==> src/source/tinker_isa_pkg.sv <==
package tinker_isa_pkg;

    // ==============================
    // widths
    // ==============================
    localparam int XLEN      = 64;
    localparam int REG_COUNT = 32;
    localparam int LIT_W     = 12;  // literal field

    typedef logic [XLEN-1:0]              word_t;
    typedef logic [$clog2(REG_COUNT)-1:0] reg_idx_t;

    // ==============================
    // opcodes
    // ==============================
    typedef enum logic [4:0] {
        OP_AND  = 5'b00000,
        OP_OR   = 5'b00001,
        OP_XOR  = 5'b00010,
        OP_NOT  = 5'b00011,
        OP_SHR  = 5'b00100,
        OP_SHRI = 5'b00101,
        OP_SHL  = 5'b00110,
        OP_SHLI = 5'b00111,
        OP_BR   = 5'b01000,  // pc <- rd
        OP_BRR  = 5'b01001,  // pc <- pc + rd
        OP_BRRL = 5'b01010,  // pc <- pc + L
        OP_BRNZ = 5'b01011,
        OP_BRGT = 5'b01110,
        OP_HALT = 5'b01111,
        OP_MOV  = 5'b10001,
        OP_MOVL = 5'b10010,  // low 12 bits of rd only
        OP_ADD  = 5'b11000,
        OP_ADDI = 5'b11001,
        OP_SUB  = 5'b11010,
        OP_SUBI = 5'b11011
    } opcode_e;

    // 32-bit instruction word, opcode in the top bits
    typedef struct packed {
        opcode_e          opcode;
        reg_idx_t         rd;
        reg_idx_t         rs;
        reg_idx_t         rt;
        logic [LIT_W-1:0] lit;
    } instr_t;

endpackage

==> src/source/tinker_pipe_pkg.sv <==
package tinker_pipe_pkg;

    import tinker_isa_pkg::*;

    // ==============================
    // stage records
    // ==============================

    // decode -> execute
    typedef struct packed {
        logic     valid;
        word_t    pc;
        opcode_e  opcode;
        reg_idx_t rd;
        logic     use_literal;  // b holds sign-extended L
        word_t    a;            // rs value
        word_t    b;            // rt value or literal
        word_t    rd_val;
        reg_idx_t rs_idx;       // forwarding match
        reg_idx_t rt_idx;
    } issue_t;

    // execute -> result
    typedef struct packed {
        logic     valid;
        word_t    pc;
        reg_idx_t rd;
        logic     write;
        word_t    value;
        logic     halt;
    } exec_t;

    typedef struct packed {
        logic  taken;
        word_t target;
    } redirect_t;

    typedef struct packed {
        logic     valid;
        word_t    pc;
        logic     write;
        reg_idx_t rd;
        word_t    value;
    } retire_t;

    // register write port, also the forwarding source
    typedef struct packed {
        logic     en;
        reg_idx_t rd;
        word_t    value;
    } wb_t;

endpackage

==> src/source/tinker_result.sv <==
`timescale 1ns/1ps

module tinker_result
    import tinker_pipe_pkg::*;
(
    input  logic    clk,
    input  logic    reset,
    input  exec_t   ex,
    output wb_t     wb,
    output retire_t retire,
    output logic    hlt
);
    assign wb = '{en: ex.valid && ex.write, rd: ex.rd, value: ex.value};

    always_ff @(posedge clk or posedge reset) begin
        if (reset) begin
            retire <= '0;
            hlt    <= 1'b0;
        end else begin
            retire.valid <= ex.valid;
            retire.pc    <= ex.pc;
            retire.write <= ex.write;
            retire.rd    <= ex.rd;
            retire.value <= ex.value;
            if (ex.valid && ex.halt) hlt <= 1'b1;  // sticky until reset
        end
    end

    // decode must have stopped issuing behind the halt
    a_quiet_after_halt: assert property (@(posedge clk) disable iff (reset)
        $past(hlt) |-> !retire.valid)
        else $error("retire after halt, pc %h", retire.pc);

endmodule

==> config.mk <==
export PLATFORM = sky130hd
export DESIGN_NAME = tinker_result
export DESIGN_NICKNAME = d
export VERILOG_FILES = /design/src/source/tinker_isa_pkg.sv /design/src/source/tinker_pipe_pkg.sv /design/src/source/tinker_result.sv
export SDC_FILE = /design/constraint.sdc
export NUM_CORES = 1
export LEC_CHECK = 0
export BUFFER_PORTS_ARGS = -buffer_cell sky130_fd_sc_hd__buf_2
export CAP_MARGIN = 20
export CORE_AREA = 2 2 134 136
export CTS_CLUSTER_DIAMETER = 150
export CTS_CLUSTER_SIZE = 16
export DETAILED_ROUTE_END_ITERATION = 8
export DIE_AREA = 0 0 136 138
export SYNTH_ARGS = -nofsm -noshare
export SYNTH_HDL_FRONTEND = slang
export SYNTH_SLANG_ARGS = --single-unit
==> constraint.sdc <==
create_clock -name clk -period 5.4 [get_ports clk]
set_clock_uncertainty 0.2 [all_clocks]
set_input_delay 0.54 -clock clk [delete_from_list [all_inputs] [get_ports clk]]
set_output_delay 0.54 -clock clk [all_outputs]
set_load 0.01 [all_outputs]
==> reports/results.tsv <==
stage	metric	value	unit
outcome	status	complete, no violations	
synthesis	syn_area	3939	µm²
sta	maxSlewViolCount	0	
setup_path	path_buf_inv	3	
synthesis	yosys.area.top_type	dfrtp_1	
synthesis	avgSynthCellArea	18.94	µm²
synthesis	ys_ff_latch	136	
synthesis	yosys.area.top_type_share	0.8640	
power_and_ir_drop	p_int	1877	µW
route	vias	2597	
synthesis	ys_seq_area_frac	0.8640	
synthesis	yosysWarnings	0	
clocking	clockBufferDepth	2	
setup_path	critPathTopFamily	buffers and inverters	
floorplan	die_y	138	µm
final_layout	drive_above_1_share	0.7282	
setup_path	path_cells	buf_2 -> inv_6 -> buf_4	
clocking	clockRootBuffer	clkbuf_16	
final_layout	post-route-util	0.3439	
min_path	min_path_type	input pin to asynchronous set/reset pin	
clocking	cts_resized	0	
power_and_ir_drop	switching_power	554.1	µW
setup_path	cp.required	5.66	ns
sta	max_freq	590.2	MHz
floorplan	io_pins	344	
placed_design	portBuffers	343	
route	drc	0	
power_and_ir_drop	peakVddDrop	0.0001902	V
power_and_ir_drop	clkPwrFrac	0.471	
clocking	clkSinkCount	136	
final_layout	area_growth	53.11	%
global_route	grt_remaining_overflow	0	
job	drv_cap	0	
clocking	cts_hold_buf	0	
route	wl	10650	µm
final_layout	layout.nets	640	
power_and_ir_drop	p_per_area	403.1	nW/µm²
sta	rsz0062_at_grt	no	
floorplan	die_w	136	µm
power_and_ir_drop	combPwrFrac	0.084	
synthesis	syn_nets	346	
setup_path	start_kind	input pin	
clocking	post_cts_buffers	0	
route	first_pass_iters	4	
clocking	cts_max_level	4	
power_and_ir_drop	swShare	0.2279	
sta	worst_pin_slew	0.7217	ns
setup_path	crit_slowest_cell	buf_4	
route	antenna_left	0	
final_layout	nFillCells	1778	
setup_path	reg2reg_slack	4.57	ns
floorplan	die_area	18770	µm²
setup_path	slowest_delay	0.70	ns
route	routedWlPerCell	14.31	µm
power_and_ir_drop	p_leak	0.003231	µW
setup_path	end_kind	asynchronous set/reset pin	
route	avgViaCountPerCell	3.491	
route	initialDrtViolationCount	88	
final_layout	diodes	0	
sta	fin_tns_setup	0	ns
synthesis	syn_inst	208	
global_route	grt_max_degree	80	
sta	max_slew_margin	0.5189	
sta	period_share	0.3138	
floorplan	initial_core_util	0.2246	
synthesis	ys_top_cells_by_area	dfrtp_1, buf_4, a21o_1, and2_1, inv_1	
clocking	clk_pin_slew_worst_paths	0.06	ns
clocking	clk-insertion-delay-late	0.40	ns
setup_path	crit_type	input pin to asynchronous set/reset pin	
placed_design	place.gp.congestion	0.7927	
floorplan	rows	49	
setup_path	path_max_fanout	79	
global_route	grt_pass1_wl	15570	µm
global_route	grt_pass1_vias	2714	
synthesis	synth_cell_types	5	
sta	setup_viol	0	
floorplan	core-area	17530	µm²
placed_design	dpl.hpwl	8283	µm
global_route	grt_use_total	0.1146	
sta	finalHoldViolations	0	
global_route	antenna_found_initial	1	
sta	fin_crit	1.694	ns
clocking	cts_tree	yes	
power_and_ir_drop	p_seq_frac	0.446	
setup_path	cp.arrival	1.95	ns
clocking	numCtsBuffers	17	
cells in the final DEF, fill, tap and decap left out:
cell	n
clkinv_2	2
dfrtp_1	136
and2_1	1
bufinv_16	2
buf_2	343
a21o_1	1
clkinv_4	4
inv_6	1
buf_4	1
clkbuf_16	17
clkbuf_1	2
clkinvlp_4	2
clkbuf_8	3
sequential cells by signal, summed over array words and instances (netlist names):
signal  count
hlt         1
retire    135
metal layers:
layer | global-route usage | routed length, µm
met1 | 0.1370 | 4242
met3 | 0.04657 | 907
met4 | 0.05044 | 190
met5 | 0 | 16
met2 | 0.1812 | 5290
power groups by stage:
stage	Sequential (µW)	Clock (µW)	Combinational [µW]
3_5_place_dp	1100	0	209
3_3_place_gp	1100	0	207
4_1_cts	1080	1190	209
6_report	1080	1140	203
2_1_floorplan	1130	0	67.9
5_1_grt	1090	1240	222
stage by stage:
stage | hold WS, ns | std cells | power [µW] | setup slack [ns] | area [µm²]
CTS | 0.01247 | 744 | 2478 | 3.636 | 6031
global route | 0.005852 | 744 | 2545 | 3.442 | 6031
floorplan | 0.2932 | 208 | 1199 | 1.021 | 3939
finish | 0.03140 | 744 | 2431 | 3.706 | 6031
detailed placement | 0.2489 | 712 | 1310 | 3.193 | 5436
global placement | 0.2556 | 712 | 1308 | 3.205 | 5436
path summary, 6_finish.rpt:
kind | start | to | depth (start not counted)
setup / recovery | reset | retire[71] | 3
max in group clk | retire[100] | retire[100] | 1
hold / removal | reset | retire[111] | 2
setup reg to reg | hlt | hlt | 1
min in group clk | ex[112] | retire[111] | 1
hold reg to reg | hlt | hlt | 1
cell usage after synthesis:
library cell and number:
and2_1 1, dfrtp_1 136, a21o_1 1, buf_4 69
inv_1 1
cell families (layout without fill, tap and decap cells):
logic type,Yosys count,count (layout),synth area share
DFF,136,136,0.8640
buffers and inverters,70,377,0.1325
AOI/OAI and AO/OA,1,1,0.001907
and+or+nand+nor,1,1,0.001589
cell type report:
cell class / count / area, µm² / area share
flip-flops and latches: 136 / 3403 / 0.5643
repair buffers: 344 / 1724 / 0.2859
clock buffers: 22 / 474.2 / 0.07863
well taps: 229 / 286.5 / 0.04751
clock inverters: 10 / 120.1 / 0.01992
multi-input cells: 2 / 13.76 / 0.002282
inverters: 1 / 8.758 / 0.001452
Note: power is estimated with default switching activity, not from simulation.
