[src/source/tinker_isa_pkg.sv]
package tinker_isa_pkg;

    // ==============================
    // widths
    // ==============================
    localparam int XLEN      = 64;
    localparam int REG_COUNT = 32;
    localparam int LIT_W     = 12;  // literal field

    typedef logic [XLEN-1:0]              word_t;
    typedef logic [$clog2(REG_COUNT)-1:0] reg_idx_t;

    // ==============================
    // opcodes
    // ==============================
    typedef enum logic [4:0] {
        OP_AND  = 5'b00000,
        OP_OR   = 5'b00001,
        OP_XOR  = 5'b00010,
        OP_NOT  = 5'b00011,
        OP_SHR  = 5'b00100,
        OP_SHRI = 5'b00101,
        OP_SHL  = 5'b00110,
        OP_SHLI = 5'b00111,
        OP_BR   = 5'b01000,  // pc <- rd
        OP_BRR  = 5'b01001,  // pc <- pc + rd
        OP_BRRL = 5'b01010,  // pc <- pc + L
        OP_BRNZ = 5'b01011,
        OP_BRGT = 5'b01110,
        OP_HALT = 5'b01111,
        OP_MOV  = 5'b10001,
        OP_MOVL = 5'b10010,  // low 12 bits of rd only
        OP_ADD  = 5'b11000,
        OP_ADDI = 5'b11001,
        OP_SUB  = 5'b11010,
        OP_SUBI = 5'b11011
    } opcode_e;

    // 32-bit instruction word, opcode in the top bits
    typedef struct packed {
        opcode_e          opcode;
        reg_idx_t         rd;
        reg_idx_t         rs;
        reg_idx_t         rt;
        logic [LIT_W-1:0] lit;
    } instr_t;

endpackage

[src/source/tinker_pipe_pkg.sv]
package tinker_pipe_pkg;

    import tinker_isa_pkg::*;

    // ==============================
    // stage records
    // ==============================

    // decode -> execute
    typedef struct packed {
        logic     valid;
        word_t    pc;
        opcode_e  opcode;
        reg_idx_t rd;
        logic     use_literal;  // b holds sign-extended L
        word_t    a;            // rs value
        word_t    b;            // rt value or literal
        word_t    rd_val;
        reg_idx_t rs_idx;       // forwarding match
        reg_idx_t rt_idx;
    } issue_t;

    // execute -> result
    typedef struct packed {
        logic     valid;
        word_t    pc;
        reg_idx_t rd;
        logic     write;
        word_t    value;
        logic     halt;
    } exec_t;

    typedef struct packed {
        logic  taken;
        word_t target;
    } redirect_t;

    typedef struct packed {
        logic     valid;
        word_t    pc;
        logic     write;
        reg_idx_t rd;
        word_t    value;
    } retire_t;

    // register write port, also the forwarding source
    typedef struct packed {
        logic     en;
        reg_idx_t rd;
        word_t    value;
    } wb_t;

endpackage

[src/source/tinker_decode.sv]
`timescale 1ns/1ps

module tinker_decode
    import tinker_isa_pkg::*, tinker_pipe_pkg::*;
#(
    parameter word_t RESET_PC = 64'h2000
) (
    input  logic      clk,
    input  logic      reset,
    input  instr_t    fetch_instr,
    input  redirect_t redirect,
    input  word_t     rs_val,
    input  word_t     rt_val,
    input  word_t     rd_val,
    output word_t     fetch_pc,
    output reg_idx_t  rs_idx,
    output reg_idx_t  rt_idx,
    output reg_idx_t  rd_idx,
    output issue_t    issue
);
    word_t  pc;
    word_t  req_pc;      // pc of the fetch in flight
    logic   req_valid;
    logic   ifid_valid;
    word_t  ifid_pc;
    instr_t ifid_instr;
    logic   halt_stop;
    logic   stop;
    logic   use_literal;
    word_t  lit_sext;

    assign fetch_pc = pc;
    assign stop     = halt_stop || (issue.valid && issue.opcode == OP_HALT);

    // ==============================
    // fetch and IF/ID
    // ==============================
    always_ff @(posedge clk or posedge reset) begin
        if (reset) begin
            pc         <= RESET_PC;
            req_pc     <= '0;
            req_valid  <= 1'b0;
            ifid_valid <= 1'b0;
            ifid_pc    <= '0;
            ifid_instr <= '0;
            halt_stop  <= 1'b0;
        end else if (redirect.taken) begin
            pc         <= redirect.target;
            req_valid  <= 1'b0;  // drop in-flight fetch
            ifid_valid <= 1'b0;
            halt_stop  <= 1'b0;
        end else if (stop) begin
            req_valid  <= 1'b0;  // pc frozen
            ifid_valid <= 1'b0;
            halt_stop  <= 1'b1;
        end else begin
            pc         <= pc + 64'd4;
            req_pc     <= pc;
            req_valid  <= 1'b1;
            ifid_valid <= req_valid;
            ifid_pc    <= req_pc;
            ifid_instr <= fetch_instr;
        end
    end

    // ==============================
    // field split and ID/EX
    // ==============================
    assign rd_idx = ifid_instr.rd;
    assign rs_idx = ifid_instr.rs;
    assign rt_idx = ifid_instr.rt;

    assign use_literal = ifid_instr.opcode inside {OP_ADDI, OP_SUBI, OP_SHRI, OP_SHLI,
                                                   OP_MOVL, OP_BRRL};
    assign lit_sext = {{(XLEN-LIT_W){ifid_instr.lit[LIT_W-1]}}, ifid_instr.lit};

    always_ff @(posedge clk or posedge reset) begin
        if (reset) begin
            issue <= '0;
        end else begin
            issue.valid       <= ifid_valid && !redirect.taken && !stop;
            issue.pc          <= ifid_pc;
            issue.opcode      <= ifid_instr.opcode;
            issue.rd          <= ifid_instr.rd;
            issue.use_literal <= use_literal;
            issue.a           <= rs_val;
            issue.b           <= use_literal ? lit_sext : rt_val;
            issue.rd_val      <= rd_val;
            issue.rs_idx      <= ifid_instr.rs;
            issue.rt_idx      <= ifid_instr.rt;
        end
    end

    a_fetch_aligned: assert property (@(posedge clk) disable iff (reset)
        fetch_pc[1:0] == 2'b00)
        else $error("fetch_pc misaligned: %h", fetch_pc);

endmodule

[config.mk]
export PLATFORM = sky130hd
export DESIGN_NAME = tinker_decode
export DESIGN_NICKNAME = d
export VERILOG_FILES = /design/src/source/tinker_isa_pkg.sv /design/src/source/tinker_pipe_pkg.sv /design/src/source/tinker_decode.sv
export SDC_FILE = /design/constraint.sdc
export NUM_CORES = 1
export LEC_CHECK = 0
export ABC_CLOCK_PERIOD_IN_PS = 25900
export BUFFER_PORTS_ARGS = -buffer_cell sky130_fd_sc_hd__buf_4
export CORE_AREA = 2 2 256 258
export DETAILED_ROUTE_END_ITERATION = 8
export DIE_AREA = 0 0 258 260
export GPL_TIMING_DRIVEN = 0
export PLACE_DENSITY = 0.56
export SYNTH_ARGS = -nofsm -noshare
export SYNTH_HDL_FRONTEND = slang
export SYNTH_SLANG_ARGS = --single-unit
[constraint.sdc]
create_clock -name clk -period 25.9 [get_ports clk]
set_input_delay 1.295 -clock clk [delete_from_list [all_inputs] [get_ports clk]]
set_output_delay 1.295 -clock clk [all_outputs]
set_load 0.01 [all_outputs]
==> reports/qor.csv <==
metric;value;unit
placed_cell_area;23620;um^2
startpoint;issue[211]$_DFF_PP0_;
viasPerCell;4.488;
min_path_type;flop to flop;
use_met3;6.140;%
numCtsBuffers;57;
clock_sinks;505;
syn-cell-area;17580;um^2
start_kind;flop;
synthCells;1174;
fin_crit;3.452;ns
met1_usage;22.74;%
totalWireLength;61100;um
grt_pass1_wl;88840;um
grt.total_usage;17.69;%
tightest_slew;1.011;ns
grt_max_degree;125;
post-cts-setup-buffers;0;
fmax;0.2897;GHz
dpl.hpwl;46640;um
postCtsHoldBufs;0;
ys_warn_count;0;
synth_edf_count;0;
crit_type;flop to flop;
max-clock-path-buffers;3;
ys_seq_area_share;71.90;%
die_area;67080;um^2
ys.flop_type;dfrtp_1;
clk_pin_slew;0.06;ns
cp_max_fo;10;
period_share;13.33;%
ctsResizeCount;0;
portBuffers;647;
grt-ovfl-total;0;
holdWs;0.3669;ns
grtUsageMet2;28.26;%
finClkSkew;0.02788;ns
antenna_left;0;
initial_core_util;27.41;%
ir_drop;0.05490;mV
fin_nets;2176;
htreeDepth;2;
ys_seq_elements;505;
stdcell_area;25540;um^2
setup_viol;0;
outcome;completed;
core-area;64120;um^2
syn_nets;1466;
hold_start;ifid_pc[28]$_DFFE_PP0P_;
r2r_start;issue[211]$_DFF_PP0_;
required;26.37;ns
post-place-cells;2680;
vias;12510;
drv_slew;0;
drt_iter0_markers;716;
finalSetupTns;0;ns
drt_first_pass_iters;5;
power_density;80.77;nW/um^2
area_growth;45.31;%
hold_violations;0;
power.total;2.063;mW
mostFrequentLayoutCell;buf_4;
gp_congestion;0.8236;
layout_common_cells;buf_4 (662), dfrtp_1 (504), mux2_2 (173);
crit_path_end_kind;flop;
synth_cell_type_count;44;
rsz0062_at_grt;false;
drive_gt1_share;50.10;%
busiest_layer;met2;
cp.arrival;3.92;ns
power_leakage;12.01;nW
wire_per_inst;21.92;um
final_cell_count_no_fill;2787;
grt_pass1_vias;13280;
root_buffer;clkbuf_16;
cap_violations;0;
antenna_found_initial;11;
drc;0;
die_y;260;um
cts_tree;done;
slew_headroom;32.63;%
avgSynthCellArea;14.97;um^2
clkLatencyLatePin;0.60;ns
rows;93;
chipWidth;258;um
ys_async_sr_fraction;100.0;%
ios;648;
==> cells by family (layout without fill, tap and decap cells) <==
group           count (synthesis)  after routing  synth area share, %
other cells                     0              2                    0
xor+xnor                       33             33                1.644
buf+inv                        84            840                2.278
compound gates                148            148                5.524
fa+ha+maj                       1              1              0.07117
flops                         505            505                71.90
mux                           174            174                11.14
simple gates                  229            229                7.439
==> worst max-delay path, stage by stage, from the launching register on <==
cell,delay [ns]
dfrtp_1,0.38
and4_1,0.29
a21oi_2,0.48
and2_1,0.19
buf_2,0.33
clkbuf_1,0.80
buf_2,0.46
mux2_2,0.37
==> through the flow <==
stage / setup slack [ns] / utilization (%)
floorplan: 10.51 / -
global placement: 5.087 / 36.66
detailed placement: 21.89 / 36.84
CTS: 22.21 / 39.83
global route: 22.13 / 39.83
finish: 22.45 / 39.84
==> routing by layer <==
metal | up-vias | share of wire, %
met2 | 461 | 48
met4 | 20 | 2.3
met3 | 103 | 8.6
met1 | 6374 | 41
li1 | 5549 | -
met5 | - | 0.19
==> registers in the layout (all words and copies together), names as in the netlist <==
register and cells:
req_pc 64, ifid_instr 17, issue 278, ifid_pc 64, req_valid 1, rd_idx 5, rt_idx 5, halt_stop 1
fetch_pc 64, ifid_valid 1, rs_idx 5
==> final timing paths <==
check	end	slack, ns	cells past startpoint
hold reg to reg	issue[241]$_DFF_PP0_	0.37	0
hold / removal	issue[241]$_DFF_PP0_	0.37	0
setup reg to reg	ifid_instr[0]$_DFFE_PP0P_	22.45	7
min in group asynchronous	issue[39]$_DFF_PP0_	0.75	2
setup / recovery	ifid_instr[0]$_DFFE_PP0P_	22.45	7
max in group asynchronous	req_pc[7]$_DFFE_PP0P_	23.59	4
==> Yosys cell counts, drive strengths merged (2+ instances only) <==
cell type  instances  share of area [%]
dfrtp            504                 72
mux2             173                 11
nand2             55                1.2
a21o              53                2.3
o21ai             44                1.3
nor2              39               0.83
buf               37                1.3
nand4             37                1.4
clkbuf            34               0.73
a31oi             28                1.0
nand3             27               0.97
xor2              26                1.3
or4               19               0.81
o31ai             17               0.73
and3              14               0.51
inv               13               0.28
nor4               8               0.54
or3                8               0.28
and4               7               0.35
xnor2              7               0.35
nor3               6               0.20
and2               4               0.14
a21oi              3               0.13
or2                2              0.071
==> final cells by class <==
cell class                      count  area [um^2]
Buffer                             71        351.6
Inverter                           13        56.30
Tap cell                          855         1070
Clock buffer                       78         1638
Clock inverter                     27        276.5
Sequential cell                   505        12640
Fill cell                        6127        38570
Antenna cell                        2        5.005
Timing Repair Buffer              651         4967
Multi-Input combinational cell    585         4538
==> report_power, final <==
part	internal [mW]	switching (mW)	total (mW)
clock	0.484	0.333	0.817
combinational	0.161	0.139	0.300
sequential	0.887	0.0592	0.946
total	1.53	0.531	2.06
Power figures use the tool's default switching activity.
